[config.mk]
export PLATFORM = sky130hd
export DESIGN_NAME = rvv_retire
export DESIGN_NICKNAME = d
export VERILOG_FILES = /design/src/common/rvv_cfg_pkg.sv /design/src/common/rvv_uop_pkg.sv /design/src/rtl/rvv_retire.sv
export SDC_FILE = /design/constraint.sdc
export NUM_CORES = 1
export LEC_CHECK = 0
export BUFFER_PORTS_ARGS = -buffer_cell sky130_fd_sc_hd__clkbuf_2
export CAP_MARGIN = 25
export CORE_AREA = 2 2 156 158
export CTS_BUF_LIST = sky130_fd_sc_hd__clkbuf_2
export DETAILED_ROUTE_END_ITERATION = 12
export DIE_AREA = 0 0 158 160
export GPL_ROUTABILITY_DRIVEN = 1
export MAX_ROUTING_LAYER = met4
export SYNTH_ARGS = -nofsm -noshare
export SYNTH_HDL_FRONTEND = slang
export SYNTH_SLANG_ARGS = --single-unit
[constraint.sdc]
create_clock -name clk -period 5.2 [get_ports clk]
set_input_delay 0 -clock clk [delete_from_list [all_inputs] [get_ports clk]]
set_output_delay 0 -clock clk [all_outputs]
set_load 0.03 [all_outputs]
[src/common/rvv_cfg_pkg.sv]
package rvv_cfg_pkg;

    // Vector register geometry, SEW 8 and LMUL 1
    localparam int VLEN       = 128;
    localparam int SEW        = 8;
    localparam int NUM_ELEM   = VLEN / SEW;
    localparam int NUM_VREG   = 32;
    localparam int VREG_IDX_W = $clog2(NUM_VREG);

    // Command queue sizing
    localparam int CQ_DEPTH   = 4;
    localparam int CQ_PTR_W   = $clog2(CQ_DEPTH);

    typedef logic [VLEN-1:0]       vreg_t;
    typedef logic [VREG_IDX_W-1:0] vreg_idx_t;
    typedef logic [SEW-1:0]        elem_t;

endpackage

[src/common/rvv_uop_pkg.sv]
package rvv_uop_pkg;

    typedef enum logic [1:0] {
        OP_VADD_VV = 2'd0,
        OP_VSUB_VV = 2'd1,
        OP_VADD_VX = 2'd2,
        OP_VMV_VX  = 2'd3
    } rvv_op_e;

    // Command as it arrives from the scalar core
    typedef struct packed {
        rvv_op_e               op;
        rvv_cfg_pkg::vreg_idx_t vd;
        rvv_cfg_pkg::vreg_idx_t vs1;
        rvv_cfg_pkg::vreg_idx_t vs2;
        rvv_cfg_pkg::elem_t     scalar;
    } rvv_cmd_t;

    // Issued request with operands already read from the VRF
    typedef struct packed {
        rvv_op_e               op;
        rvv_cfg_pkg::vreg_idx_t vd;
        rvv_cfg_pkg::vreg_t     a;
        rvv_cfg_pkg::vreg_t     b;
        rvv_cfg_pkg::elem_t     scalar;
    } alu_req_t;

    // Result on its way to the VRF
    typedef struct packed {
        rvv_cfg_pkg::vreg_idx_t vd;
        rvv_cfg_pkg::vreg_t     data;
    } rt_res_t;

endpackage

[src/rtl/rvv_retire.sv]
`timescale 1ns/1ps

module rvv_retire (
    input  logic                 clk,
    input  logic                 rst_n,
    input  logic                 res_valid,
    input  rvv_uop_pkg::rt_res_t res,
    output logic                 res_ready,
    output logic                 rt_valid,
    output rvv_uop_pkg::rt_res_t rt,
    input  logic                 rt_ready,
    output logic                 wr_en,
    output rvv_uop_pkg::rt_res_t wr_res
);

    assign res_ready = !rt_valid || rt_ready;

    // VRF and scoreboard update on the outside transfer
    assign wr_en  = rt_valid && rt_ready;
    assign wr_res = rt;

    always_ff @(posedge clk) begin
        if (!rst_n) begin
            rt_valid <= 1'b0;
        end else if (res_ready) begin
            rt_valid <= res_valid;
        end
    end

    always_ff @(posedge clk) begin
        if (res_ready && res_valid)
            rt <= res;
    end

    rt_held: assert property (
        @(posedge clk) disable iff (!rst_n) rt_valid && !rt_ready |=> rt_valid
    ) else $error("rt_valid dropped without a transfer");

endmodule

==> results of run 1 <==
==> synth_stat cells (all sizes together) <==
cell type,number,area (µm²)
and2,2,16.27
buf,133,998.5
inv,1,3.750
edfxtp,133,3994
nand2b,1,13.76
a21boi,1,11.26
dfxtp,1,20.02
==> cell families after synthesis <==
| logic type | after synthesis |
|---|---|
| flip-flops | 134 |
| buffers and inverters | 134 |
| AND/OR/NAND/NOR | 3 |
| AO/OA/AOI/OAI | 1 |
==> through the flow <==
step	utilization, %	setup slack, ns	hold slack [ns]
2_1_floorplan	-	3.170	0.09887
3_3_place_gp	27.33	3.269	0.1772
3_5_place_dp	27.33	3.223	0.1786
==> metrics.yaml, run 1 <==
seq_area_frac_synth_pct: 79.37
htree_levels: 4
hpwlAfterDp_um: 9799
die_w_um: 158
muxShareOfSynthArea_pct: 0
cts_root_buf: "clkbuf_2"
holdBufCountCts: 181
io_buffers: 405
synth_top_family_by_area: "buffers and inverters"
synth_area_um2: 5057
status: "did not finish"
start_util_pct: 21.23
cts-resized-gates: 0
syn_inst: 272
syn_nets: 409
clock-sinks: 134
yosysUniqueCellTypes: 8
yosys_warnings: 0
cts_setup_buffers: 0
io_pins: 406
cts_buffers: 17
place.gp.congestion: 0.8189
synth-simple-area-share_pct: 0.5938
error: "[ERROR RSZ-0060] Max buffer count reached."
dp.cells: 869
place_area_um2: 6511
synth_xor_area_share_pct: 0
avgSynthCellArea_um2: 18.59
synth_compound_area_share_pct: 0.2227
haltStage: "clock tree synthesis (4_1_cts)"
ys_seq_elements: 134
synth_adder_area_share_pct: 0
clk_path_buf_depth: 2
die_y_um: 160
core.rowCount: 57
==> inputs of run 2 (changes only) <==
CORE_AREA = unset   (was 2 2 156 158)
CORE_UTILIZATION = 20   (was unset)
CTS_BUF_LIST = unset   (was sky130_fd_sc_hd__clkbuf_2)
DIE_AREA = unset   (was 0 0 158 160)
MAX_ROUTING_LAYER = unset   (was met4)
PLACE_DENSITY_LB_ADDON = 0.15   (was unset)
==> metrics.yaml, run 2 <==
yosysTopAreaCell: "edfxtp_1"
cts-resized-gates: 0  # unchanged
synth_flop_cell: "edfxtp_1"
fin_tns_setup_ns: 0
power_density_nw_per_um2: 364.4
setup_viol: 0
clkLatencyLatePin_ns: 0.41
largest_reg_flops: 133
ys_seq_elements: 134  # unchanged
grt_pass1_wl_um: 19310
detail_route.wirelength_um: 13380
cp.arrival_ns: 2.08
ir_worst_vdd_v: 0.0001789
p_leak_nw: 3.871
maxSlewHeadroom_pct: 41.18
biggestRegsByFlops: "rt (133), rt_valid (1)"
synth_async_sr_flop_share_pct: 0  # unchanged
holdWs_ns: 0.2996
antennaDiodeCount: 0
cts_root_buf: "clkbuf_16"
synth-simple-area-share_pct: 0.5938  # unchanged
fmax_mhz: 496.2
vias_per_cell: 3.499
syn_inst: 272  # unchanged
grt_max_degree: 69
cts.reportedPaths.clkPinSlew_ns: 0.06
design.die.area_um2: 25930
netlist.area_leader.share_pct: 78.97  # unchanged
synth_adder_area_share_pct: 0  # unchanged
final_max_slew_viol_count: 0
path_class: "flop to flop"
worstHoldPathType: "input pin to flop"
area_growth_pct: 67.66
vias: 3625
layout_common_cells: "clkbuf_2, dlygate4sd3_1, edfxtp_1"
grtUsageTotal_pct: 10.00
startpoint_type: "flop"
ff2ff_path_depth: 3
clock-sinks: 134  # unchanged
top_register: "rt"
layout.cells.non_filler: 1036
nFillCells: 2403
drt_iter0_markers: 146
synth_compound_area_share_pct: 0.2227  # unchanged
antenna_found_initial: 0
gr-total-overflow: 0
post-route-period-util_pct: 38.75
io_pins: 406  # unchanged
regArea_um2: 4014
hold_end: "rt[62]"
syn_nets: 409  # unchanged
drc: 0
multi_input_area_um2: 41.29
synth_common_cells: "buf_4, edfxtp_1"
finalHoldViolCount: 0
max_slew.worst_pin.slew_ns: 0.8823
yosysUniqueCellTypes: 8  # unchanged
core.rowCount: 57  # unchanged
seq_area_frac_synth_pct: 79.37  # unchanged
hold_depth: 2
cts_buffers: 17  # unchanged
die_y_um: 161.0  # +0.64%
cap_violations: 0
avgSynthCellArea_um2: 18.59  # unchanged
antenna_left: 0
final_common_cell: "clkbuf_2"
rsz0062_at_grt: "no"
hpwlAfterDp_um: 9772  # -0.28%
fin_skew_ns: 0.01027
r2r_end: "rt[63]"
drt_pass1_iterations: 4
wl_per_cell_um: 12.91
dp.cells: 869  # unchanged
status: "finished clean"
startpoint: "rt_valid"
grt_pass1_vias: 3593
muxShareOfSynthArea_pct: 0  # unchanged
ff2ff_setup_slack_ns: 3.18
io_buffers: 405  # unchanged
worstHoldStart: "res[62]"
synth_edf_count: 133  # unchanged
end_kind: "flop"
synth_top_family_by_area: "buffers and inverters"
core_area_um2: 24530
die_w_um: 161.0  # +1.9%
synthTopCellsByArea: "edfxtp_1, buf_4, dfxtp_1"
drive_above_1_share_pct: 61.66
htree_levels: 4  # unchanged
worstPathRequired_ns: 5.26
yosys_warnings: 0  # unchanged
synth_area_um2: 5057  # unchanged
clk_path_buf_depth: 2  # unchanged
synth_xor_area_share_pct: 0  # unchanged
path_max_fanout: 68
r2r_start: "rt_valid"
place.gp.congestion: 0.7766  # -5.2%
fin_nets: 836
fin_crit_ns: 2.015
start_util_pct: 20.61  # -0.62 points
tritoncts: "built"
## run 2: per-stage QoR
stage | setup slack [ns] | utilization (%) | instance area, µm² | power [mW]
after detailed placement | 3.195 | 26.54 | 6511 | 1.769
final | 3.185 | 34.56 | 8479 | 3.090
after CTS | 3.178 | 34.56 | 8479 | 3.142
after floorplan | 3.170 | - | 5057 | 1.668
after global placement | 3.224 | 26.54 | 6511 | 1.771
after global routing | 3.034 | 34.56 | 8479 | 3.206
## run 2: layout make-up
| type | count | area share (%) |
|---|---|---|
| timing repair buffer | 541 | 40.08 |
| inverter | 1 | 0.04427 |
| sequential | 134 | 47.34 |
| multi-input combinational | 4 | 0.4869 |
| clock inverter | 12 | 2.125 |
| tap | 324 | 4.781 |
| clock buffer | 20 | 5.150 |
## run 2: kinds of logic after synthesis
group / after synthesis
DFF: 134
AOI/OAI and AO/OA: 1
buffers and inverters: 134
and+or+nand+nor: 3
## run 2: routing by layer
layer	routed length [µm]	part of all wire, %	global-route usage [%]
met5	0	0	0
met3	922	6.9	3.082
met1	4719	35	9.812
met2	7516	56	19.12
met4	220	1.6	4.374
## run 2: power by group
group / internal [mW] / total [mW] / switching, mW
Clock: 0.805 / 1.27 / 0.462
Sequential: 1.27 / 1.30 / 0.0373
Combinational: 0.179 / 0.519 / 0.339
## run 2: worst max-delay path, stage by stage (launching register included)
cell and delay, ns:
dfxtp_1 0.34, nand2b_4 0.09, and2_4 0.68, buf_12 0.36
## run 2: worst max-delay path by stage
stage	to	slack (ns)	cells past startpoint
after global placement	rt[84]	3.22	3
after CTS	rt[63]	3.18	3
after global routing	rt[132]	3.03	3
after floorplan	rt[0]	3.17	2
after detailed placement	rt[6]	3.19	3
final	rt[63]	3.18	3
## run 2: repair_timing
| action | 4_1_cts | 5_1_grt |
|---|---|---|
| hold buffers | 135 | 0 |
| endpoints found under the hold margin | 134 | 0 |
| buffers inserted | 0 | 0 |
Note: power is estimated with default switching activity, not from simulation.
