### config.mk
export PLATFORM = sky130hd
export DESIGN_NAME = rvv_cmd_queue
export DESIGN_NICKNAME = d
export VERILOG_FILES = /design/src/common/rvv_cfg_pkg.sv /design/src/common/rvv_uop_pkg.sv /design/src/rtl/rvv_cmd_queue.sv
export SDC_FILE = /design/constraint.sdc
export NUM_CORES = 1
export LEC_CHECK = 0
export ABC_AREA = 1
export BUFFER_PORTS_ARGS = -buffer_cell sky130_fd_sc_hd__buf_2
export CORE_MARGIN = 2
export CORE_UTILIZATION = 51
export DETAILED_ROUTE_END_ITERATION = 8
export GPL_ROUTABILITY_DRIVEN = 0
export PLACE_DENSITY_LB_ADDON = 0.15
export SLEW_MARGIN = 40
export SYNTH_ARGS = -nofsm -noshare
export SYNTH_HDL_FRONTEND = slang
export SYNTH_SLANG_ARGS = --single-unit
export TNS_END_PERCENT = 30
### constraint.sdc
create_clock -name clk -period 7.4 [get_ports clk]
set_input_delay 2.22 -clock clk [delete_from_list [all_inputs] [get_ports clk]]
set_output_delay 2.22 -clock clk [all_outputs]
set_load 0.01 [all_outputs]
### src/common/rvv_cfg_pkg.sv
package rvv_cfg_pkg;

    // Vector register geometry, SEW 8 and LMUL 1
    localparam int VLEN       = 128;
    localparam int SEW        = 8;
    localparam int NUM_ELEM   = VLEN / SEW;
    localparam int NUM_VREG   = 32;
    localparam int VREG_IDX_W = $clog2(NUM_VREG);

    // Command queue sizing
    localparam int CQ_DEPTH   = 4;
    localparam int CQ_PTR_W   = $clog2(CQ_DEPTH);

    typedef logic [VLEN-1:0]       vreg_t;
    typedef logic [VREG_IDX_W-1:0] vreg_idx_t;
    typedef logic [SEW-1:0]        elem_t;

endpackage

### src/common/rvv_uop_pkg.sv
package rvv_uop_pkg;

    typedef enum logic [1:0] {
        OP_VADD_VV = 2'd0,
        OP_VSUB_VV = 2'd1,
        OP_VADD_VX = 2'd2,
        OP_VMV_VX  = 2'd3
    } rvv_op_e;

    // Command as it arrives from the scalar core
    typedef struct packed {
        rvv_op_e               op;
        rvv_cfg_pkg::vreg_idx_t vd;
        rvv_cfg_pkg::vreg_idx_t vs1;
        rvv_cfg_pkg::vreg_idx_t vs2;
        rvv_cfg_pkg::elem_t     scalar;
    } rvv_cmd_t;

    // Issued request with operands already read from the VRF
    typedef struct packed {
        rvv_op_e               op;
        rvv_cfg_pkg::vreg_idx_t vd;
        rvv_cfg_pkg::vreg_t     a;
        rvv_cfg_pkg::vreg_t     b;
        rvv_cfg_pkg::elem_t     scalar;
    } alu_req_t;

    // Result on its way to the VRF
    typedef struct packed {
        rvv_cfg_pkg::vreg_idx_t vd;
        rvv_cfg_pkg::vreg_t     data;
    } rt_res_t;

endpackage

### src/rtl/rvv_cmd_queue.sv
`timescale 1ns/1ps

module rvv_cmd_queue (
    input  logic                  clk,
    input  logic                  rst_n,
    input  logic                  cmd_valid,
    input  rvv_uop_pkg::rvv_cmd_t cmd,
    output logic                  cmd_ready,
    output logic                  head_valid,
    output rvv_uop_pkg::rvv_cmd_t head,
    input  logic                  head_pop,
    output logic                  empty
);
    import rvv_cfg_pkg::*;
    import rvv_uop_pkg::*;

    rvv_cmd_t            mem [CQ_DEPTH];
    logic [CQ_PTR_W-1:0] wr_ptr;
    logic [CQ_PTR_W-1:0] rd_ptr;
    logic [CQ_PTR_W:0]   count;
    logic [CQ_PTR_W:0]   count_nxt;
    logic                push;

    assign push      = cmd_valid && cmd_ready;
    assign count_nxt = count + (CQ_PTR_W+1)'(push) - (CQ_PTR_W+1)'(head_pop);

    assign empty      = (count == '0);
    assign head_valid = !empty;
    assign head       = mem[rd_ptr];

    always_ff @(posedge clk) begin
        if (!rst_n) begin
            wr_ptr    <= '0;
            rd_ptr    <= '0;
            count     <= '0;
            cmd_ready <= 1'b0;
        end else begin
            if (push)
                wr_ptr <= wr_ptr + 1'b1;
            if (head_pop)
                rd_ptr <= rd_ptr + 1'b1;
            count     <= count_nxt;
            // Registered so that ready stays low through reset
            cmd_ready <= (count_nxt != CQ_DEPTH);
        end
    end

    always_ff @(posedge clk) begin
        if (push)
            mem[wr_ptr] <= cmd;
    end

    pop_when_empty: assert property (@(posedge clk) disable iff (!rst_n) head_pop |-> !empty)
        else $error("Command queue popped while empty");

endmodule

* After elaboration in Yosys (flattened, before gate mapping) *
Memory sizes are Yosys's and may differ from the RTL's. A register that Yosys moved wholly into a read port is not among the register bits.
Index checks and enable logic that the tools add are counted.

word-level totals
  register bits after elaboration = 8
  bits in writable memories = 100
  bits of input ports = 29
  output and inout bits = 28
  word-level logic and storage cells = 17
  memories kept = 1

memory list
  name  words  bits a word  rd ports  clocked after memory_dff  write ports  RTL line             text
  mem   4      25           1         1                         1            rvv_cmd_queue.sv:17  rvv_cmd_t mem [CQ_DEPTH];

operators by class
  add/sub/neg operators = 4
  eq/ne operators = 1
  mux-type cells = 4
  reductions and logical operators = 3

operators with widths
  kind                   count
  $add A2 B1 Y2 const B  2
  $mux W2                2
  $add A3 B1 Y3          1
  $logic_not A3 Y1       1
  $ne A3 B3 Y1 const B   1
  $sub A3 B1 Y3          1
  $mux W1                2
  $logic_and A1 B1 Y1    1
  $logic_not A1 Y1       1

* Longest topological paths before layout *
  depth after elaboration = 4
  depth in mapped cells = 9
  depth with buffers taken out = 9

* Worst setup path before layout *
OpenSTA, ideal clock, no wires.

  path kind = input to register
  start = input cmd_valid
  end = memory mem[0][0] (netlist bit), enable pin
  setup time = 0.407 ns
  arrival = 3.460 ns
  required time = 6.993 ns
  slack = 3.533 ns
  cell stages on the path = 2
  buffers on the path = 0
  cells stage by stage = nand2_1 nor2_1

between the ends
  longest elaborated chain between the ends = 3

ends and longest elaborated chain
  item                           RTL line             text
  start, declared                rvv_cmd_queue.sv:6   input logic cmd_valid,
  $logic_and A1 B1 Y1            rvv_cmd_queue.sv:24  assign push = cmd_valid && cmd_ready;
  $mux W1                        rvv_cmd_queue.sv:49  if (push)
  $mux W1 (implied by the code)  rvv_cmd_queue.sv:50  mem[wr_ptr] <= cmd;
  end, declared                  rvv_cmd_queue.sv:17

Every way passes these cells.

==> metrics <==
CTS buffer count=9; max-slew violation count=0; Syn Area/Cell=between 10 and 15 um2; CP Capture Type=primary output; global-route wire length before repair=12000 um; Synth cell types=19; Post-Synth Simple-Gate Area=5.99%; port bufs=56; Slew @ Worst Pin=705 ps; Sw Pwr=0.310 mW; R2R cell count=7; Routed WL=7710 um; largest family of logic cells by synthesized area=compound AO/OA/AOI/OAI gates; M1 wire length=3430 um; TritonCTS clock tree=built; required time of the critical path=between 5000 and 6000 ps; startpoint types=flop; Fin Hold WS=462 ps; Site Rows=33; PostCTS Resize Cnt=0; Cells after Synth=between 300 and 400; finished layout cell area=0.00484 mm2; CP Class=reg -> out; leakage=1.76 nW; power density cells=271 mW/mm2; number of fill cells in the layout=668; die area=0.00915 mm2; fraction of layout cells with a size suffix above 1=roughly 28%; Core ar.=0.00818 mm2; H-tree depth=3; Die W=95.6 um; Post-DRT Antenna Nets=0; # setup viols final=0; Warnings, synthesis=0; Clock Power Share=31.1%; #FFs+latches synth=110; Congestion Overflow GR=0; Tot GR Track Use=18.0%; sequential share of the synthesized area=between 70 and 80%; switching share of power=roughly a quarter; Clock Sinks=110; Synth Cell Area=0.00428 mm2; proportion of synthesized area in mux cells=0%; Synth Area in Compound Gates=approximately an eighth; final period utilization=~56%; Final HPWL DP=4340 um; Peak VDD IR=around 170 uV; Post-route DRC=0; DR WL met2=3830 um; RSZ-0062 raised after global routing=no; Cell Area, Placed=0.00461 mm2; number of iterations in the first detailed-routing pass=4; Area Growth Syn to Fin=13.0%; CP Max Fanout=51; worst hold path type=reg -> reg; clock tree buffer depth=2; final core occ=about 59%; Vias=roughly 2500; Logic pwr share=12.7%; Setup Buffers After CTS=0; IO Pins=57; final hold vios=0; worst hold stages=1; Post-Synth XOR/XNOR Area=0%; slew margin rel.=52.9%; Die Ht=95.6 um; clk_skew=roughly 6.6 ps; CP arrival=about 2000 ps; Initial Utilization=52.4%; CTS Hold Bufs=0; max-cap check violation count=0; initial antenna violation count=0; fraction of the mapped netlist area in adder cells=2.22%; uppermost layer routed=met4; Final Net Count=394; status=finished, final reports clean; clock root buffer=clkbuf_8; f_max=240 MHz; clk slew on worst S/H paths=roughly 90 ps; Via density=5.31; initial drt markers=183; Final Critical Period=between 4000 and 5000 ps; net count after synthesis=338; largest net degree at the start of global routing=52; Antenna diodes=0; clk_lat worst skew=360 ps; vias in the first global route=about 2400; internal power=1.00 mW; Setup TNS=0 ps; sequential power share=56.2%; WL met3=roughly 310 um; DR WL/cell=about 16 um
## placed cells by master (no fill, tap or decap)
cell type	synthesis	layout
inv_4	1	1
clkinv_2	0	1
nand2_1	9	9
dfxtp_1	10	8
clkbuf_8	0	9
nor2_1	58	54
dfxtp_2	0	1
nor2_2	0	4
inv_2	1	1
o22ai_2	1	1
clkinv_1	0	1
clkbuf_1	0	1
o21ai_2	20	20
dfxtp_4	0	1
buf_2	4	56
a21oi_1	5	5
buf_4	5	4
o22ai_1	24	24
bufinv_16	0	3
inv_1	16	16
nand3_1	1	1
fa_1	1	1
ha_1	6	6
o21ai_0	9	9
o21ai_1	25	25
edfxtp_1	100	100
## routing by layer
metal,track usage [%],vias to the layer above
li1,-,1203
met1,24.1,1223
met2,28.1,46
met3,4.98,10
met4,7.14,0
met5,0,-
## critical path, stage by stage (launching register included)
cell	delay, ps
dfxtp_4	710
inv_4	380
o21ai_2	220
o22ai_1	100
buf_2	150
## synthesized netlist by cell type
cell type    n  area, um2
a21oi_1      5       25.0
buf_2        4       20.0
buf_4        5       37.5
buf_6        6       67.6
dfxtp_1     10        200
edfxtp_1   100       3000
fa_1         1       20.0
ha_1         6       75.1
inv_1       16       60.1
inv_2        1       3.75
inv_4        1       6.26
nand2_1      9       33.8
nand3_1      1       5.00
nor2_1      58        218
o21ai_0      9       45.0
o21ai_1     25        125
o21ai_2     20        175
o22ai_1     24        150
o22ai_2      1       12.5
## layout make-up
cell class | count | area, um2 | area share (%)
clock inverter | 5 | 98.8 | 2.04
inverter | 18 | 70.1 | 1.45
clock buffer | 10 | 128 | 2.64
multi-input combinational | 159 | 895 | 18.5
timing repair buffer | 60 | 310 | 6.41
tap | 105 | 131 | 2.71
sequential | 110 | 3210 | 66.3
## logic make-up (layout without fill, tap and decap cells)
kind of cell             after synthesis  count (layout)
adder cells (fa/ha/maj)                7               7
AO/OA/AOI/OAI                         84              84
AND/OR/NAND/NOR                       68              68
flip-flops                           110             110
buffers and inverters                 33              93
## stage by stage
stage	std cells	total power, mW	setup slack, ps
floorplan	302	0.857	3530
global placement	452	0.915	3210
detailed placement	452	0.920	3500
CTS	467	1.32	3180
global route	467	1.37	3040
finish	467	1.31	3230
## state kept, by name (all words and copies together) (netlist names), named ones only
signal,flops
mem,100
count,3
rd_ptr,2
wr_ptr,2
cmd_ready,1
## final timing paths
check,from,end,slack (ps)
setup reg to reg,cmd_ready,cmd_ready,5510
hold / removal,rd_ptr[1],rd_ptr[1],460
setup / recovery,flop,head[17],3230
hold reg to reg,rd_ptr[1],rd_ptr[1],460
## power groups by stage
stage	sequential [mW]	clock [mW]	combinational (mW)
3_3_place_gp	0.750	0	0.166
2_1_floorplan	0.742	0	0.115
3_5_place_dp	0.751	0	0.169
4_1_cts	0.737	0.417	0.170
6_report	0.736	0.408	0.166
5_1_grt	0.741	0.441	0.188
(Power assumes the default switching activity.)
