`src/common/rvv_cfg_pkg.sv`:
```
package rvv_cfg_pkg;

    // Vector register geometry, SEW 8 and LMUL 1
    localparam int VLEN       = 128;
    localparam int SEW        = 8;
    localparam int NUM_ELEM   = VLEN / SEW;
    localparam int NUM_VREG   = 32;
    localparam int VREG_IDX_W = $clog2(NUM_VREG);

    // Command queue sizing
    localparam int CQ_DEPTH   = 4;
    localparam int CQ_PTR_W   = $clog2(CQ_DEPTH);

    typedef logic [VLEN-1:0]       vreg_t;
    typedef logic [VREG_IDX_W-1:0] vreg_idx_t;
    typedef logic [SEW-1:0]        elem_t;

endpackage

```
`src/common/rvv_uop_pkg.sv`:
```
package rvv_uop_pkg;

    typedef enum logic [1:0] {
        OP_VADD_VV = 2'd0,
        OP_VSUB_VV = 2'd1,
        OP_VADD_VX = 2'd2,
        OP_VMV_VX  = 2'd3
    } rvv_op_e;

    // Command as it arrives from the scalar core
    typedef struct packed {
        rvv_op_e               op;
        rvv_cfg_pkg::vreg_idx_t vd;
        rvv_cfg_pkg::vreg_idx_t vs1;
        rvv_cfg_pkg::vreg_idx_t vs2;
        rvv_cfg_pkg::elem_t     scalar;
    } rvv_cmd_t;

    // Issued request with operands already read from the VRF
    typedef struct packed {
        rvv_op_e               op;
        rvv_cfg_pkg::vreg_idx_t vd;
        rvv_cfg_pkg::vreg_t     a;
        rvv_cfg_pkg::vreg_t     b;
        rvv_cfg_pkg::elem_t     scalar;
    } alu_req_t;

    // Result on its way to the VRF
    typedef struct packed {
        rvv_cfg_pkg::vreg_idx_t vd;
        rvv_cfg_pkg::vreg_t     data;
    } rt_res_t;

endpackage

```
`src/rtl/rvv_alu.sv`:
```
`timescale 1ns/1ps

module rvv_alu (
    input  logic                  clk,
    input  logic                  rst_n,
    input  logic                  req_valid,
    input  rvv_uop_pkg::alu_req_t req,
    output logic                  req_ready,
    output logic                  res_valid,
    output rvv_uop_pkg::rt_res_t  res,
    input  logic                  res_ready
);
    import rvv_cfg_pkg::*;
    import rvv_uop_pkg::*;

    logic      s1_valid;
    rvv_op_e   s1_op;
    vreg_idx_t s1_vd;
    vreg_t     s1_a;
    vreg_t     s1_b;
    logic      s2_adv;
    vreg_t     s2_data;

    function automatic elem_t calc_elem(rvv_op_e op, elem_t a, elem_t b);
        case (op)
            OP_VSUB_VV: calc_elem = a - b;
            OP_VMV_VX:  calc_elem = b;
            default:    calc_elem = a + b;
        endcase
    endfunction

    assign s2_adv    = !res_valid || res_ready;
    assign req_ready = !s1_valid || s2_adv;

    // Per-element results, carries stay inside each byte
    always_comb begin
        for (int i = 0; i < NUM_ELEM; i++)
            s2_data[i*SEW +: SEW] = calc_elem(s1_op, s1_a[i*SEW +: SEW], s1_b[i*SEW +: SEW]);
    end

    always_ff @(posedge clk) begin
        if (!rst_n) begin
            s1_valid  <= 1'b0;
            res_valid <= 1'b0;
        end else begin
            if (req_ready)
                s1_valid <= req_valid;
            if (s2_adv)
                res_valid <= s1_valid;
        end
    end

    always_ff @(posedge clk) begin
        if (req_ready && req_valid) begin
            s1_op <= req.op;
            s1_vd <= req.vd;
            s1_a  <= req.a;
            if (req.op == OP_VADD_VV || req.op == OP_VSUB_VV)
                s1_b <= req.b;
            else
                s1_b <= {NUM_ELEM{req.scalar}};
        end
        if (s2_adv && s1_valid) begin
            res.vd   <= s1_vd;
            res.data <= s2_data;
        end
    end

    res_stable: assert property (
        @(posedge clk) disable iff (!rst_n)
        res_valid && !res_ready |=> res_valid && $stable(res)
    ) else $error("ALU result changed while stalled");

endmodule

```
`config.mk`:
```
export PLATFORM = sky130hd
export DESIGN_NAME = rvv_alu
export DESIGN_NICKNAME = d
export VERILOG_FILES = /design/src/common/rvv_cfg_pkg.sv /design/src/common/rvv_uop_pkg.sv /design/src/rtl/rvv_alu.sv
export SDC_FILE = /design/constraint.sdc
export NUM_CORES = 1
export LEC_CHECK = 0
export BUFFER_PORTS_ARGS = -buffer_cell sky130_fd_sc_hd__buf_2
export CORE_MARGIN = 1
export CORE_UTILIZATION = 30
export DETAILED_ROUTE_END_ITERATION = 16
export PLACE_DENSITY_LB_ADDON = 0.3
export SLEW_MARGIN = 20
export SYNTH_ARGS = -nofsm -noshare
export SYNTH_HDL_FRONTEND = slang
export SYNTH_SLANG_ARGS = --single-unit
```
`constraint.sdc`:
```
create_clock -name clk -period 23 [get_ports clk]
set_clock_uncertainty 0.05 [all_clocks]
set_input_delay 3.45 -clock clk [delete_from_list [all_inputs] [get_ports clk]]
set_output_delay 3.45 -clock clk [all_outputs]
set_load 0.05 [all_outputs]
```
# Yosys cells after proc, flatten, opt, wreduce, memory -nomap -nowiden
# Index checks and enable logic that the tools add are counted.
# op_classes
addsub	32
n_eq_ne	3
mux	17
n_reduce_logical	8
# op_table
op	n
$pmux W8 S2	16
$add A8 B8 Y8	16
$mux W128	1
$sub A8 B8 Y8	16
$eq A2 B1 Y1 const B	2
$logic_or A1 B1 Y1	3
$eq A2 B2 Y1 const B	1
$logic_and A1 B1 Y1	2
$logic_not A1 Y1	2
$logic_not A2 Y1	1
# totals
regBits	398
input_bits	275
output_inout_bits	135

# Logic depth before layout (Yosys ltp)
# logic_depth
ltp_word	4
mapped_depth	14
depth_no_buf	11

# Worst setup path before layout
# OpenSTA, ideal clock, no wires.
# synth_timing
kind	input to register
from	in res_ready
to	reg s1_a[0], enable pin
setup_ps	656
t_arrival_ps	9917
required_time_ps	22294
path_slack_ps	12377
cell_stages	3
path_buffers	0
path_cell_list	nor2b_1 > nand2_1 > and2_1
# synth_between
elab_chain_len	3
# synth_rtl
item	line	rtl
start, declared	rvv_alu.sv:11	input logic res_ready
$logic_or A1 B1 Y1	rvv_alu.sv:32	assign s2_adv = !res_valid || res_ready;
$logic_or A1 B1 Y1	rvv_alu.sv:33	assign req_ready = !s1_valid || s2_adv;
net req_ready	rvv_alu.sv:8	output logic req_ready,
$logic_and A1 B1 Y1	rvv_alu.sv:54	if (req_ready && req_valid) begin
end signal, assigned	rvv_alu.sv:57	s1_a <= req.a;
end, declared	rvv_alu.sv:19	vreg_t s1_a;
# The timed path passes the listed nets, and every way through them passes these cells.
# A chain may end at the register's enable or synchronous reset.

# Final worst setup path
# layout_timing
from	in res_ready
to	out req_ready
# layout_between
elab_chain_len	2
# layout_rtl
item	line
$logic_or A1 B1 Y1	rvv_alu.sv:32
$logic_or A1 B1 Y1	rvv_alu.sv:33
end, declared	rvv_alu.sv:8
# Every way passes these cells.

==> flow_summary.toml <==
[status]
status = "completed"

[grt]
grt_max_degree = 82
grt_usage = 0.170
grt_pass1_wl_um = 91500
antenna_found_initial = 7
overflow = 0
grt_pass1_vias = 15817

[hold_path]
hold_class = "reg2reg"
hold_path_depth = 0

[critical_path]
path_cells = "buf_2, nor2b_1, nand2_1, buf_2"
slowest_delay_ns = 0.30
r2r_cells = 12
setup.worst_path.end_class = "output port"
worstSetupStartpointType = "input port"
reg2reg_slack_ns = 19.51
crit_required_ns = 19.50
slowest_stage = "nor2b_1"
critPathMostFrequentCell = "buf_2"
crit_type = "in2out"
cp.arrival_ns = 4.20
critPathMaxFanout = 4

[sta]
tightest_slew_ns = 1.03
max_freq_mhz = 130
min_period_ns = 7.70
rsz0062_at_grt = "false"
setup_viol = 0
finalSetupTns_ns = 0
slew_violations = 0
hold_viol_final = 0
slew_headroom = 0.312
finalCritPeriodShare = 0.335

[finish]
synthToLayoutAreaGrowth_pct = 23.2
nets = 2724
final_cells = 3289
final_area_um2 = 26100
layout-drive-gt1-share = 0.224

[yosys]
synth_top_area_frac = 0.562
ys_seq_elements = 398
synthMuxAreaShare = 0.00189
yosysTopAreaCell = "edfxtp_1"
synth_edf_count = 396
synth_area_leaders = "edfxtp_1 (56%), ha_1 (7.6%), o21ai_0 (5.3%)"
syn_area_um2 = 21200
ys_async_sr_fraction = 0
synth_top_family_by_area = "compound AO/OA/AOI/OAI gates"
yosysWarnings = 0
synthAdderAreaFrac = 0.0907
synth_simple_gate_area_share = 0.0799
synth_nets = 2311
synthFlopType = "edfxtp_1"
synth-xor-area-share = 0.0825
syn_avg_cell_area_um2 = 11.2
yosysSeqAreaShare = 0.563
yosysUniqueCellTypes = 42
synth.most_common_cell = "edfxtp_1"
synth_compound_area_frac = 0.128
synth_common_cells = "edfxtp_1 (396), inv_1 (234), o21ai_0 (225)"
synth_cells = 1892

[drt]
wire_per_inst_um = 19.0
remaining_drc_errors = 0
first_pass_iters = 5
ant_nets = 0
drt-initial-drc-count = 940
drt-vias-per-instance = 4.73
num_vias = 15549
wl_um = 62400

[power]
p_seq_frac = 0.406
leakagePower_nw = 11.0
p_sw_mw = 0.666
switching_share = 0.296
peakVddDrop_v = 0.0000524
power.density_nw_per_um2 = 86.3
p_comb_frac = 0.222
p_int_mw = 1.59
power.total_mw = 2.25
clock_power_share = 0.372

[clocking]
clk_pin_slew_ns = 0.06
htreeDepth = 2
post_cts.repair.setup_buffers = 0
clock_latency_ns = 0.59
postCtsHoldBufs = 0
root_buffer = "clkbuf_16"
clockBufferDepth = 3
cts_resized = 0
clock-sinks = 398
tritoncts = "built"
numCtsBuffers = 50

[floorplanning]
fp.dieW_um = 268
fp.coreArea_um2 = 69900
die-area_um2 = 71700
io_pins = 410
start_util = 0.303
num_rows = 97
die_y_um = 268

[place]
gp_congestion = 0.897
io_buffers = 409
place_area_um2 = 24300
dpl.cell_count = 3193
dp_hpwl_um = 44100

[job]
drv_cap = 0
power by group through the flow:
| stage | Clock, mW | Combinational, mW | Sequential (mW) |
|---|---|---|---|
| 2_1_floorplan | 0 | 0.285 | 1.01 |
| 3_3_place_gp | 0 | 0.489 | 0.929 |
| 3_5_place_dp | 0 | 0.500 | 0.928 |
| 4_1_cts | 0.863 | 0.503 | 0.914 |
| 5_1_grt | 0.886 | 0.551 | 0.919 |
| 6_report | 0.838 | 0.499 | 0.914 |
state kept, by name, summed over array words and instances, names as in the netlist:
signal	flops
s1_vd	5
s1_a	128
s1_valid	1
res_valid	1
res	133
s1_op	2
s1_b	128
layout by cell type, fill, tap and decap left out, types with 23 or more instances in the layout:
cell	instances
nand2b_1	34
o21ai_0	225
nor2_1	131
a31oi_1	26
nor3_1	37
xnor2_1	111
buf_2	408
clkbuf_16	53
a21o_1	23
a21oi_1	142
ha_1	128
xor2_1	83
edfxtp_1	396
inv_1	234
nand2_1	92
kinds of logic after synthesis:
kind of cell / after synthesis
and+or+nand+nor: 371
buffers and inverters: 298
muxes: 4
adders and majority gates: 144
AOI/OAI and AO/OA: 481
DFF: 398
xor gates and xnor gates: 196
per-layer routing:
metal,track usage,vias to the layer above,share of wire
li1,-,7496,-
met1,0.213,7458,0.43
met2,0.295,491,0.49
met3,0.0343,96,0.064
met4,0.0459,8,0.021
met5,0,-,0.0010
through the flow:
stage	util	worst slack, ns	hold WS, ns
CTS	0.373	15.29	0.371
detailed placement	0.348	15.29	0.357
floorplan	-	12.38	0.350
finish	0.373	15.30	0.374
global placement	0.348	15.28	0.352
global route	0.373	15.26	0.392
layout make-up:
type	instances	area (µm²)
timing repair buffer	425	2170
clock buffer	60	1350
fill	6926	43800
multi-input combinational	1196	8160
sequential	398	11900
inverter	234	878
antenna	2	5.00
clock inverter	34	407
tap	940	1180
worst paths after layout:
| check | startpoint | to |
|---|---|---|
| hold reg to reg | s1_vd[0]$_DFFE_PP_ | res[128]$_DFFE_PP_ |
| hold / removal | s1_vd[0]$_DFFE_PP_ | res[128]$_DFFE_PP_ |
| setup / recovery | res_ready | req_ready |
| setup reg to reg | s1_op[0]$_DFFE_PP_ | res[63]$_DFFE_PP_ |
worst max-delay path, delay by kind of cell:
kind	cells	cell delay, ns
and+or+nand+nor	2	0.42
buffers and inverters	2	0.33
Note: power is estimated with default switching activity, not from simulation.
