===== config.mk =====
export PLATFORM = sky130hd
export DESIGN_NAME = rvv_issue_ctrl
export DESIGN_NICKNAME = d
export VERILOG_FILES = /design/src/common/rvv_cfg_pkg.sv /design/src/common/rvv_uop_pkg.sv /design/src/rtl/rvv_issue_ctrl.sv
export SDC_FILE = /design/constraint.sdc
export NUM_CORES = 1
export LEC_CHECK = 0
export BUFFER_PORTS_ARGS = -buffer_cell sky130_fd_sc_hd__buf_2
export CORE_AREA = 8 8 265 267
export DETAILED_ROUTE_END_ITERATION = 8
export DIE_AREA = 0 0 273 275
export PLACE_DENSITY = 0.35
export RECOVER_POWER = 50
export SYNTH_ARGS = -nofsm -noshare
export SYNTH_HDL_FRONTEND = slang
export SYNTH_SLANG_ARGS = --single-unit

===== constraint.sdc =====
create_clock -name clk -period 26.8 [get_ports clk]
set_clock_uncertainty 0.2 [all_clocks]
set_input_delay 2.68 -clock clk [delete_from_list [all_inputs] [get_ports clk]]
set_output_delay 2.68 -clock clk [all_outputs]
set_load 0.05 [all_outputs]

===== src/common/rvv_cfg_pkg.sv =====
package rvv_cfg_pkg;

    // Vector register geometry, SEW 8 and LMUL 1
    localparam int VLEN       = 128;
    localparam int SEW        = 8;
    localparam int NUM_ELEM   = VLEN / SEW;
    localparam int NUM_VREG   = 32;
    localparam int VREG_IDX_W = $clog2(NUM_VREG);

    // Command queue sizing
    localparam int CQ_DEPTH   = 4;
    localparam int CQ_PTR_W   = $clog2(CQ_DEPTH);

    typedef logic [VLEN-1:0]       vreg_t;
    typedef logic [VREG_IDX_W-1:0] vreg_idx_t;
    typedef logic [SEW-1:0]        elem_t;

endpackage


===== src/common/rvv_uop_pkg.sv =====
package rvv_uop_pkg;

    typedef enum logic [1:0] {
        OP_VADD_VV = 2'd0,
        OP_VSUB_VV = 2'd1,
        OP_VADD_VX = 2'd2,
        OP_VMV_VX  = 2'd3
    } rvv_op_e;

    // Command as it arrives from the scalar core
    typedef struct packed {
        rvv_op_e               op;
        rvv_cfg_pkg::vreg_idx_t vd;
        rvv_cfg_pkg::vreg_idx_t vs1;
        rvv_cfg_pkg::vreg_idx_t vs2;
        rvv_cfg_pkg::elem_t     scalar;
    } rvv_cmd_t;

    // Issued request with operands already read from the VRF
    typedef struct packed {
        rvv_op_e               op;
        rvv_cfg_pkg::vreg_idx_t vd;
        rvv_cfg_pkg::vreg_t     a;
        rvv_cfg_pkg::vreg_t     b;
        rvv_cfg_pkg::elem_t     scalar;
    } alu_req_t;

    // Result on its way to the VRF
    typedef struct packed {
        rvv_cfg_pkg::vreg_idx_t vd;
        rvv_cfg_pkg::vreg_t     data;
    } rt_res_t;

endpackage


===== src/rtl/rvv_issue_ctrl.sv =====
`timescale 1ns/1ps

module rvv_issue_ctrl (
    input  logic                   clk,
    input  logic                   rst_n,
    input  logic                   head_valid,
    input  rvv_uop_pkg::rvv_cmd_t  head,
    output logic                   head_pop,
    output rvv_cfg_pkg::vreg_idx_t rd_idx_a,
    output rvv_cfg_pkg::vreg_idx_t rd_idx_b,
    input  rvv_cfg_pkg::vreg_t     rd_data_a,
    input  rvv_cfg_pkg::vreg_t     rd_data_b,
    output logic                   req_valid,
    output rvv_uop_pkg::alu_req_t  req,
    input  logic                   req_ready,
    input  logic                   wr_en,
    input  rvv_uop_pkg::rt_res_t   wr_res,
    output logic                   busy
);
    import rvv_cfg_pkg::*;
    import rvv_uop_pkg::*;

    // One pending-write bit per vector register
    logic [NUM_VREG-1:0] sb;
    logic                need_vs1;
    logic                need_vs2;
    logic                hazard;
    logic                issue;

    always_comb begin
        need_vs1 = (head.op == OP_VADD_VV) || (head.op == OP_VSUB_VV);
        need_vs2 = (head.op != OP_VMV_VX);
    end

    // vd is checked too, a second pending write would clear the bit too early
    assign hazard = sb[head.vd]
                 || (need_vs1 && sb[head.vs1])
                 || (need_vs2 && sb[head.vs2]);

    assign issue    = head_valid && req_ready && !hazard;
    assign head_pop = issue;

    assign rd_idx_a = head.vs2;
    assign rd_idx_b = head.vs1;

    assign busy = |sb;

    always_ff @(posedge clk) begin
        if (!rst_n) begin
            sb <= '0;
        end else begin
            if (wr_en)
                sb[wr_res.vd] <= 1'b0;
            if (issue)
                sb[head.vd] <= 1'b1;
        end
    end

    always_ff @(posedge clk) begin
        if (!rst_n) begin
            req_valid <= 1'b0;
        end else if (issue) begin
            req_valid <= 1'b1;
        end else if (req_ready) begin
            req_valid <= 1'b0;
        end
    end

    // Operands captured in the issue cycle
    always_ff @(posedge clk) begin
        if (issue) begin
            req.op     <= head.op;
            req.vd     <= head.vd;
            req.a      <= rd_data_a;
            req.b      <= rd_data_b;
            req.scalar <= head.scalar;
        end
    end

    write_without_pending: assert property (
        @(posedge clk) disable iff (!rst_n) wr_en |-> sb[wr_res.vd]
    ) else $error("Write to v%0d with no pending scoreboard bit", $sampled(wr_res.vd));

endmodule


Yosys cells after proc, flatten, opt, wreduce, memory -nomap -nowiden
Cells that the tools add are included.
{"block": "totals", "register_bits": 304, "latch_bits": 0, "inputBits": 419, "ramBits": 0, "word_cells": 46, "mem_bits_ro": 0, "memories": 0, "output_inout_bits": 284}
{"block": "op_classes", "bitwise": 3, "n_addsub": 0, "order_cmp": 6, "shift": 0, "n_reduce_logical": 13, "n_mul": 0, "eq_ne": 2, "mux": 15, "div_mod_pow": 0}
{"cell": "$mux W32", "n": 3}
{"cell": "$and A32 B32 Y32", "n": 1}
{"cell": "$not A32 Y32", "n": 1}
{"cell": "$or A32 B32 Y32", "n": 1}
{"cell": "$reduce_or A32 Y1", "n": 1}
{"cell": "$lt A5 B6 Y1 const B", "n": 4}
{"cell": "$bmux W1 S5", "n": 3}
{"cell": "$demux W1 S5", "n": 2}
{"cell": "$ge A5 B1 Y1 const B", "n": 2}
{"cell": "$mux W1", "n": 7}
{"cell": "$logic_and A1 B1 Y1", "n": 6}
{"cell": "$logic_or A1 B1 Y1", "n": 3}
{"cell": "$eq A2 B1 Y1 const B", "n": 1}
{"cell": "$logic_not A2 Y1", "n": 1}
{"cell": "$ne A2 B2 Y1 const B", "n": 1}
{"cell": "$reduce_bool A2 Y1", "n": 1}
{"cell": "$logic_not A1 Y1", "n": 1}

Logic depth before layout (Yosys ltp)
Gate-level depths: netlist of run 1.
{"block": "depth", "depth_word": 10, "ltp_mapped": 8, "mapped_depth_nobuf": 6}

Worst setup path before layout of run 1
Ideal clock, no wire load.
{"block": "synth_path", "kind": "input-to-output", "from": "input port head[14] in the netlist's numbering", "to": "output port head_pop", "required_ps": 23920, "path_slack_ps": 14011, "stages": 8, "path_buffers": 2, "arrival_time_ps": 9909, "path_cell_list": "clkbuf_1 > mux4_2 > mux2i_1 > a221oi_1 > a221oi_2 > nand3_2 > buf_6 > inv_1"}
{"block": "synth_between", "elab_chain_len": 7}
{"item": "from (decl)", "line": "rvv_issue_ctrl.sv:7", "rtl": "input rvv_uop_pkg::rvv_cmd_t head,"}
{"item": "$bmux W1 S5", "line": "rvv_issue_ctrl.sv:37", "rtl": "|| (need_vs1 && sb[head.vs1])"}
{"item": "$mux W1 (implied by the code)", "line": "rvv_issue_ctrl.sv:37"}
{"item": "$logic_and A1 B1 Y1", "line": "rvv_issue_ctrl.sv:37"}
{"item": "$logic_or A1 B1 Y1", "line": "rvv_issue_ctrl.sv:37"}
{"item": "$logic_or A1 B1 Y1", "line": "rvv_issue_ctrl.sv:38", "rtl": "|| (need_vs2 && sb[head.vs2]);"}
{"item": "$logic_not A1 Y1", "line": "rvv_issue_ctrl.sv:40", "rtl": "assign issue = head_valid && req_ready && !hazard;"}
{"item": "$logic_and A1 B1 Y1", "line": "rvv_issue_ctrl.sv:40"}
{"item": "to (decl)", "line": "rvv_issue_ctrl.sv:8", "rtl": "output logic head_pop,"}
No other way between the ends. The select of a mux whose other input is x is not followed.

Worst setup path after layout of run 1
{"block": "layout_path", "from": "input port head[18] in the netlist's numbering", "to": "output port head_pop"}
{"block": "layout_between", "elab_chain_len": 6}
{"item": "$bmux W1 S5", "line": "rvv_issue_ctrl.sv:36", "rtl": "assign hazard = sb[head.vd]"}
{"item": "$mux W1 (implied by the code)", "line": "rvv_issue_ctrl.sv:36"}
{"item": "$logic_or A1 B1 Y1", "line": "rvv_issue_ctrl.sv:37"}
{"item": "$logic_or A1 B1 Y1", "line": "rvv_issue_ctrl.sv:38"}
{"item": "$logic_not A1 Y1", "line": "rvv_issue_ctrl.sv:40"}
{"item": "$logic_and A1 B1 Y1", "line": "rvv_issue_ctrl.sv:40"}
No other way between the ends. The select of a mux whose other input is x is not followed.

==> results of run 1 <==
==> how the worst max path moves through the flow <==
stage | startpoint | end | slack [ns] | cells after the start
after floorplan | head[14] | head_pop | 14.01 | 8
final | head[18] | head_pop | 18.35 | 8
after global placement | head[18] | head_pop | 18.73 | 8
after CTS | head[18] | head_pop | 18.72 | 8
after global routing | head[18] | head_pop | 18.07 | 8
after detailed placement | head[18] | head_pop | 18.71 | 8
==> where the power goes <==
group	internal, W	switching [W]
Combinational	0.0000344	0.000158
Sequential	0.000551	0.00000764
Clock	0.000330	0.000210
==> tightest hold or removal path: stages (launching register included) <==
cell and delay [ns]:
dfxtp_1 0.31, nand2b_1 0.08, a21boi_2 0.05
==> registers in the layout (all words and copies together) (netlist names) <==
| signal | flops |
|---|---|
| req_valid | 1 |
| sb | 32 |
| req | 271 |
==> final cells by class <==
| cell class | instances | area (um2) |
|---|---|---|
| inverter | 2 | 15.0 |
| fill | 7101 | 50700 |
| timing repair buffer | 579 | 2700 |
| tap | 873 | 1090 |
| multi-input combinational | 206 | 1730 |
| sequential | 304 | 8800 |
| antenna | 1 | 2.50 |
| clock buffer | 43 | 1010 |
| clock inverter | 24 | 294 |
==> per-stage QoR <==
stage,cells,cell area (um2),worst slack [ns]
floorplan,541,10800,14.01
global placement,1964,14500,18.73
detailed placement,1964,14500,18.71
CTS,2031,15800,18.72
global route,2031,15600,18.07
finish,2032,15600,18.35
==> metal layers <==
layer | share of wire, % | vias to the layer above | GRT usage, %
met5 | 0.30 | - | 0
li1 | - | 3340 | -
met2 | 51 | 352 | 21.1
met4 | 2.5 | 20 | 3.25
met3 | 12 | 90 | 5.89
met1 | 35 | 3664 | 12.1
==> logic make-up after synthesis <==
family          count (synthesis)  share of synthesized area [%]
mux                            39                           6.14
simple gates                   92                           4.30
compound gates                 75                           5.60
buf+inv                        31                           2.25
flops                         304                           81.7
==> synth_stat cells, types with 2 or more instances <==
cell             number  area share (%)
edfxtp_1            271              76
nand2_1              39             1.4
dfxtp_1              33             6.1
o211ai_1             32             2.2
o21ai_2              28             2.3
mux2i_1              17             1.6
mux4_2               15             3.1
nor2_1               13            0.45
buf_4                10            0.70
nor4_1                8            0.46
nor2b_1               6            0.35
buf_6                 5            0.52
o21ai_0               5            0.23
clkbuf_1              4            0.14
clkdlybuf4s25_2       4            0.37
mux4_1                4            0.98
nand2b_1              4            0.23
nand3_1               4            0.19
nand3b_1              4            0.28
buf_2                 3            0.14
nor3_1                3            0.14
dlygate4sd3_1         2            0.19
inv_1                 2           0.070
mux2_2                2            0.21
nand3b_2              2            0.21
nand4_1               2            0.12
or3b_2                2            0.16
==> cell usage in the layout, fill, tap and decap left out, types with 2 or more instances in the layout <==
master	count
nand4_1	2
nor4_1	8
nor3_1	3
o21ai_2	28
bufinv_16	6
nand3b_1	4
or3b_2	2
nor2b_1	6
nand2_1	39
mux4_1	4
mux4_2	15
o211ai_1	32
nand3b_2	2
buf_2	404
clkbuf_16	40
mux2i_1	17
o21ai_0	5
clkinvlp_4	4
clkinv_1	4
nand2b_1	4
clkinv_2	7
buf_4	5
clkbuf_1	173
inv_6	2
dfxtp_1	33
edfxtp_1	271
nor2_1	13
mux2_2	2
nand3_1	4
==> metrics.yaml, run 1 <==
logic_synthesis:
  syn_nets: 960
  syn_inst: 541
  synth.distinct_cells: 44
  async_flop_share_pct: 0
  syn_avg_cell_area_um2: 19.9
  synth-main-ff-cell: "edfxtp_1"
  yosysSeqAreaShare_pct: 81.7
  ys_seq_elements: 304
  synth_edf_count: 271
  synth_warnings: 0
  syn-cell-area_mm2: 0.0108
clock_tree:
  h-tree-depth: 2
  cts_sinks: 304
  postCtsResizedCells: 0
  clk_pin_slew_ns: 0.06
  ctsHoldBuffers: 0
  clk_latency_ns: 0.53
  post-cts-setup-buffer-count: 0
  cts_tree: "done"
  ctsLongestPathBuffers: 3
  numCtsBuffers: 39
  clockRootBuffer: "clkbuf_16"
sta:
  min_period_ns: 8.45
  setup_tns_ns: 0
  drv_slew: 0
  tightest_slew_ns: 1.05
  slew_headroom_pct: 29.7
  rsz0062_at_grt: "false"
  fmax_mhz: 118
  holdWs_ns: 0.288
  finalHoldViolCount: 0
  fin_crit_sh_pct: 31.5
  setup_violations: 0
pwr:
  p_leak_nw: 5.75
  power_density_mw_per_mm2: 82.6
  power.total_w: 0.00129
  max-vdd-ir-drop_uv: 33.0
worst_setup_path:
  r2r-end: "req[247]"
  startpoint_type: "input pin"
  crit_chain: "clkbuf_1 > mux4_2 > mux2i_1 > o21ai_0 > a221oi_2 > nand3_2 > inv_8 > buf_2"
  max_stage_delay_ns: 0.71
  cp_slowest_cell: "clkbuf_1"
  reg2reg_slack_ns: 22.60
  required_ns: 23.92
  r2r-start: "sb[31]"
  worstPathMaxFanout: 42
  critical_path_buf_inv_count: 3
  crit_arrival_ns: 5.57
  critical_path_class: "in -> out"
  crit_family: "buffers and inverters"
  end_kind: "output pin"
  reg2regPathDepth: 8
route:
  post-route-drc-count: 0
  routedWlPerCell_um: 23.4
  drt-total-wl_um: 47500
  viasPerCell: 3.67
  first_pass_iters: 4
  drt_iter0_markers: 518
  vias: 7466
  ant_nets: 0
final_layout:
  final_core_util_pct: 23.6
  synthToLayoutAreaGrowth_pct: 45.2
  final_layout_size_suffix_gt1_share_pct: 45.3
  nNetsFinal: 1551
placed_design:
  dp.final_hpwl_um: 36900
  place_congestion: 0.763
  portBuffers: 574
worst_hold_path:
  hold_class: "reg -> reg"
  hp-start: "req_valid"
  hold_path_end: "req_valid"
  holdPathStages: 2
run_status:
  status: "completed"
floorplan:
  start_util_pct: 16.2
  die_h_um: 275
  fp.dieArea_mm2: 0.0751
  coreArea_mm2: 0.0663
  placementRows: 95
  pin_count: 703
  die_x_um: 273
grt:
  grt_usage_pct: 11.8
  first_global_vias: 7770
  grt_pass1_wl_um: 63000
  gr-total-overflow: 0
  antenna_found_initial: 16
  grt_max_degree: 73
run:
  max-cap-violations: 0
Note: power is estimated with default switching activity, not from simulation.
==> inputs of run 2 (changes only) <==
CORE_AREA = 8 8 264 266   (was 8 8 265 267)
DIE_AREA = 0 0 272 274   (was 0 0 273 275)
PLACE_DENSITY = 0.37   (was 0.35)
clock period = 7 ns   (was 26.8 ns; I/O delays follow)
==> run 2 against run 1 <==
  * Worst setup slack worse by 16 ns
  * Register-to-register slack lost 19 ns
  * Count of clock-buffer cells in the layout rose by 3
  * Utilization grew 0.27 points
  * Critical endpoint unchanged
==> metrics.yaml, run 2 (synthesis results as in run 1) <==
run_status:
  status: "completed"  # unchanged
run:
  max-cap-violations: 0  # unchanged
grt:
  grt_max_degree: 165  # was 73
  grt_pass1_wl_um: 60800  # was 63,000 um
  grt_usage_pct: 11.3  # was 11.8%
  gr-total-overflow: 0  # unchanged
  antenna_found_initial: 20  # was 16
  first_global_vias: 7688  # was 7,770
route:
  routedWlPerCell_um: 22.4  # was 23.4 um
  drt_iter0_markers: 494  # was 518
  ant_nets: 0  # unchanged
  drt-total-wl_um: 45500  # was 47,500 um
  vias: 7522  # was 7,466
  first_pass_iters: 4  # unchanged
  viasPerCell: 3.70  # was 3.67
  post-route-drc-count: 0  # unchanged
worst_setup_path:
  crit_family: "buffers and inverters"  # unchanged
  crit_chain: "clkbuf_1 > mux4_2 > mux2i_1 > o21ai_0 > a221oi_2 > nand3_2 > clkinvlp_4 > buf_2"  # was clkbuf_1 > mux4_2 > mux2i_1 > o21ai_0 > a221oi_2 > nand3_2 > inv_8 > buf_2
  required_ns: 6.10  # was 23.92 ns
  crit_arrival_ns: 3.72  # was 5.57 ns
  end_kind: "output pin"  # unchanged
  cp_num_cells: 8  # unchanged
  critical_path_class: "in -> out"  # unchanged
  cp_slowest_cell: "clkbuf_1"  # unchanged
  critical_path_buf_inv_count: 3  # unchanged
  startpoint_type: "input pin"  # unchanged
  reg2regPathDepth: 7  # was 8
  max_stage_delay_ns: 0.69  # was 0.71 ns
  worstPathMaxFanout: 25  # was 42
sta:
  tightest_slew_ns: 1.02  # was 1.05 ns
  fmax_mhz: 216
  setup_violations: 0  # unchanged
  drv_slew: 0  # unchanged
  holdWs_ns: 0.133  # was 0.288 ns
  rsz0062_at_grt: "false"  # unchanged
  fin_crit_sh_pct: 66.0
  min_period_ns: 4.62
  finalHoldViolCount: 0  # unchanged
  fin_ws_ns: 2.38  # was 18.35 ns
  slew_headroom_pct: 32.1  # was 29.7%
  setup_tns_ns: 0  # unchanged
clock_tree:
  numCtsBuffers: 39  # unchanged
  cts_tree: "done"  # unchanged
  clk_pin_slew_ns: 0.06  # about the same
  clockRootBuffer: "clkbuf_16"  # unchanged
  postCtsResizedCells: 0  # unchanged
  post-cts-setup-buffer-count: 0  # unchanged
  h-tree-depth: 2  # unchanged
  clk_latency_ns: 0.54  # was 0.53 ns
  cts_sinks: 304  # unchanged
  ctsHoldBuffers: 0  # unchanged
  ctsLongestPathBuffers: 3  # unchanged
worst_hold_path:
  holdPathStages: 1  # was 2
  hold_class: "in -> reg"  # was reg -> reg
floorplan:
  placementRows: 94  # was 95
  coreArea_mm2: 0.0653  # was 0.0663 mm2
  die_h_um: 274  # was 275 um
  start_util_pct: 16.5  # was 16.2%
  die_x_um: 272  # was 273 um
  pin_count: 703  # unchanged
  fp.dieArea_mm2: 0.0745  # was 0.0751 mm2
placed_design:
  place_congestion: 0.778  # was 0.763
  dp_worst_setup_slack_ns: 2.55  # was 18.71 ns
  portBuffers: 574  # unchanged
  dp.final_hpwl_um: 35400  # was 36,900 um
pwr:
  max-vdd-ir-drop_uv: 125  # was 33.0 uV
  p_leak_nw: 5.71  # was 5.75 nW
  power.total_w: 0.00482  # was 0.00129 W
  power_density_mw_per_mm2: 310  # was 82.6 mW/mm2
final_layout:
  synthToLayoutAreaGrowth_pct: 44.6  # was 45.2%
  top_regs: "req x271, sb x32, req_valid x1"  # unchanged
  mostFrequentLayoutCells: "402 x buf_2, 271 x edfxtp_1, 179 x clkbuf_1"  # was 404 x buf_2, 271 x edfxtp_1, 173 x clkbuf_1
  final_layout_size_suffix_gt1_share_pct: 44.7  # was 45.3%
  fill_cells: 7009  # was 7,101
  nNetsFinal: 1550  # was 1,551
  regMostFlops: "req"  # unchanged
  largest_reg_flops: 271  # unchanged
  layout_commonest_cell: "buf_2"  # unchanged
run 2: changes by cell type in the layout (fill, tap and decap cells not counted), moves of 2 or more:
cell,delta
clkbuf_1,+6
buf_2,-2
clkinv_1,+2
diode_2,+6
bufinv_16,-3
buf_4,-2
run 2: worst reg2reg max path, delay by kind of cell, from the launching register on:
| kind | cells | cell delay [ns] |
|---|---|---|
| buffers and inverters | 2 | 1.11 |
| AOI/OAI and AO/OA | 2 | 0.65 |
| muxes | 1 | 0.51 |
| DFF | 1 | 0.36 |
| and+or+nand+nor | 2 | 0.27 |
run 2: area by class of cell:
| cell class | count | area, um2 | area share, % |
|---|---|---|---|
| sequential | 304 | 8800 | 56.5 |
| clock buffer | 46 | 1000 | 6.44 |
| clock inverter | 24 | 230 | 1.48 |
| inverter | 2 | 11.3 | 0.0723 |
| multi-input combinational | 206 | 1730 | 11.1 |
| timing repair buffer | 578 | 2700 | 17.3 |
| tap | 864 | 1080 | 6.94 |
| antenna | 7 | 17.5 | 0.113 |
run 2: final timing paths:
path	from	endpoint	slack, ns
setup reg to reg	sb[0]	req[142]	3.24
hold reg to reg	req_valid	req_valid	0.28
hold / removal	rd_data_a[87]	req[223]	0.13
setup / recovery	head[18]	head_pop	2.38
run 2: stage by stage:
stage	cell area, um2	std cells	util, %
after global placement	14500	1954	22.3
final	15600	2031	23.8
after CTS	15800	2024	24.2
after detailed placement	14500	1954	22.3
after floorplan	10800	541	-
after global routing	15600	2027	23.8
run 2: metal layers:
layer / part of all wire (%) / track usage [%] / up-vias / wire [um]
li1: - / - / 3352 / -
met1: 35 / 12.0 / 3663 / 16100
met2: 51 / 20.3 / 393 / 23400
met3: 10 / 4.78 / 94 / 4620
met4: 2.8 / 3.67 / 20 / 1280
met5: 0.31 / 0 / - / 140
run 2: report_power, final:
part	total (W)	switching (W)	internal [W]
sequential	0.00214	0.0000291	0.00211
combinational	0.000732	0.000600	0.000132
clock	0.00195	0.000807	0.00114
total	0.00482	0.00144	0.00339
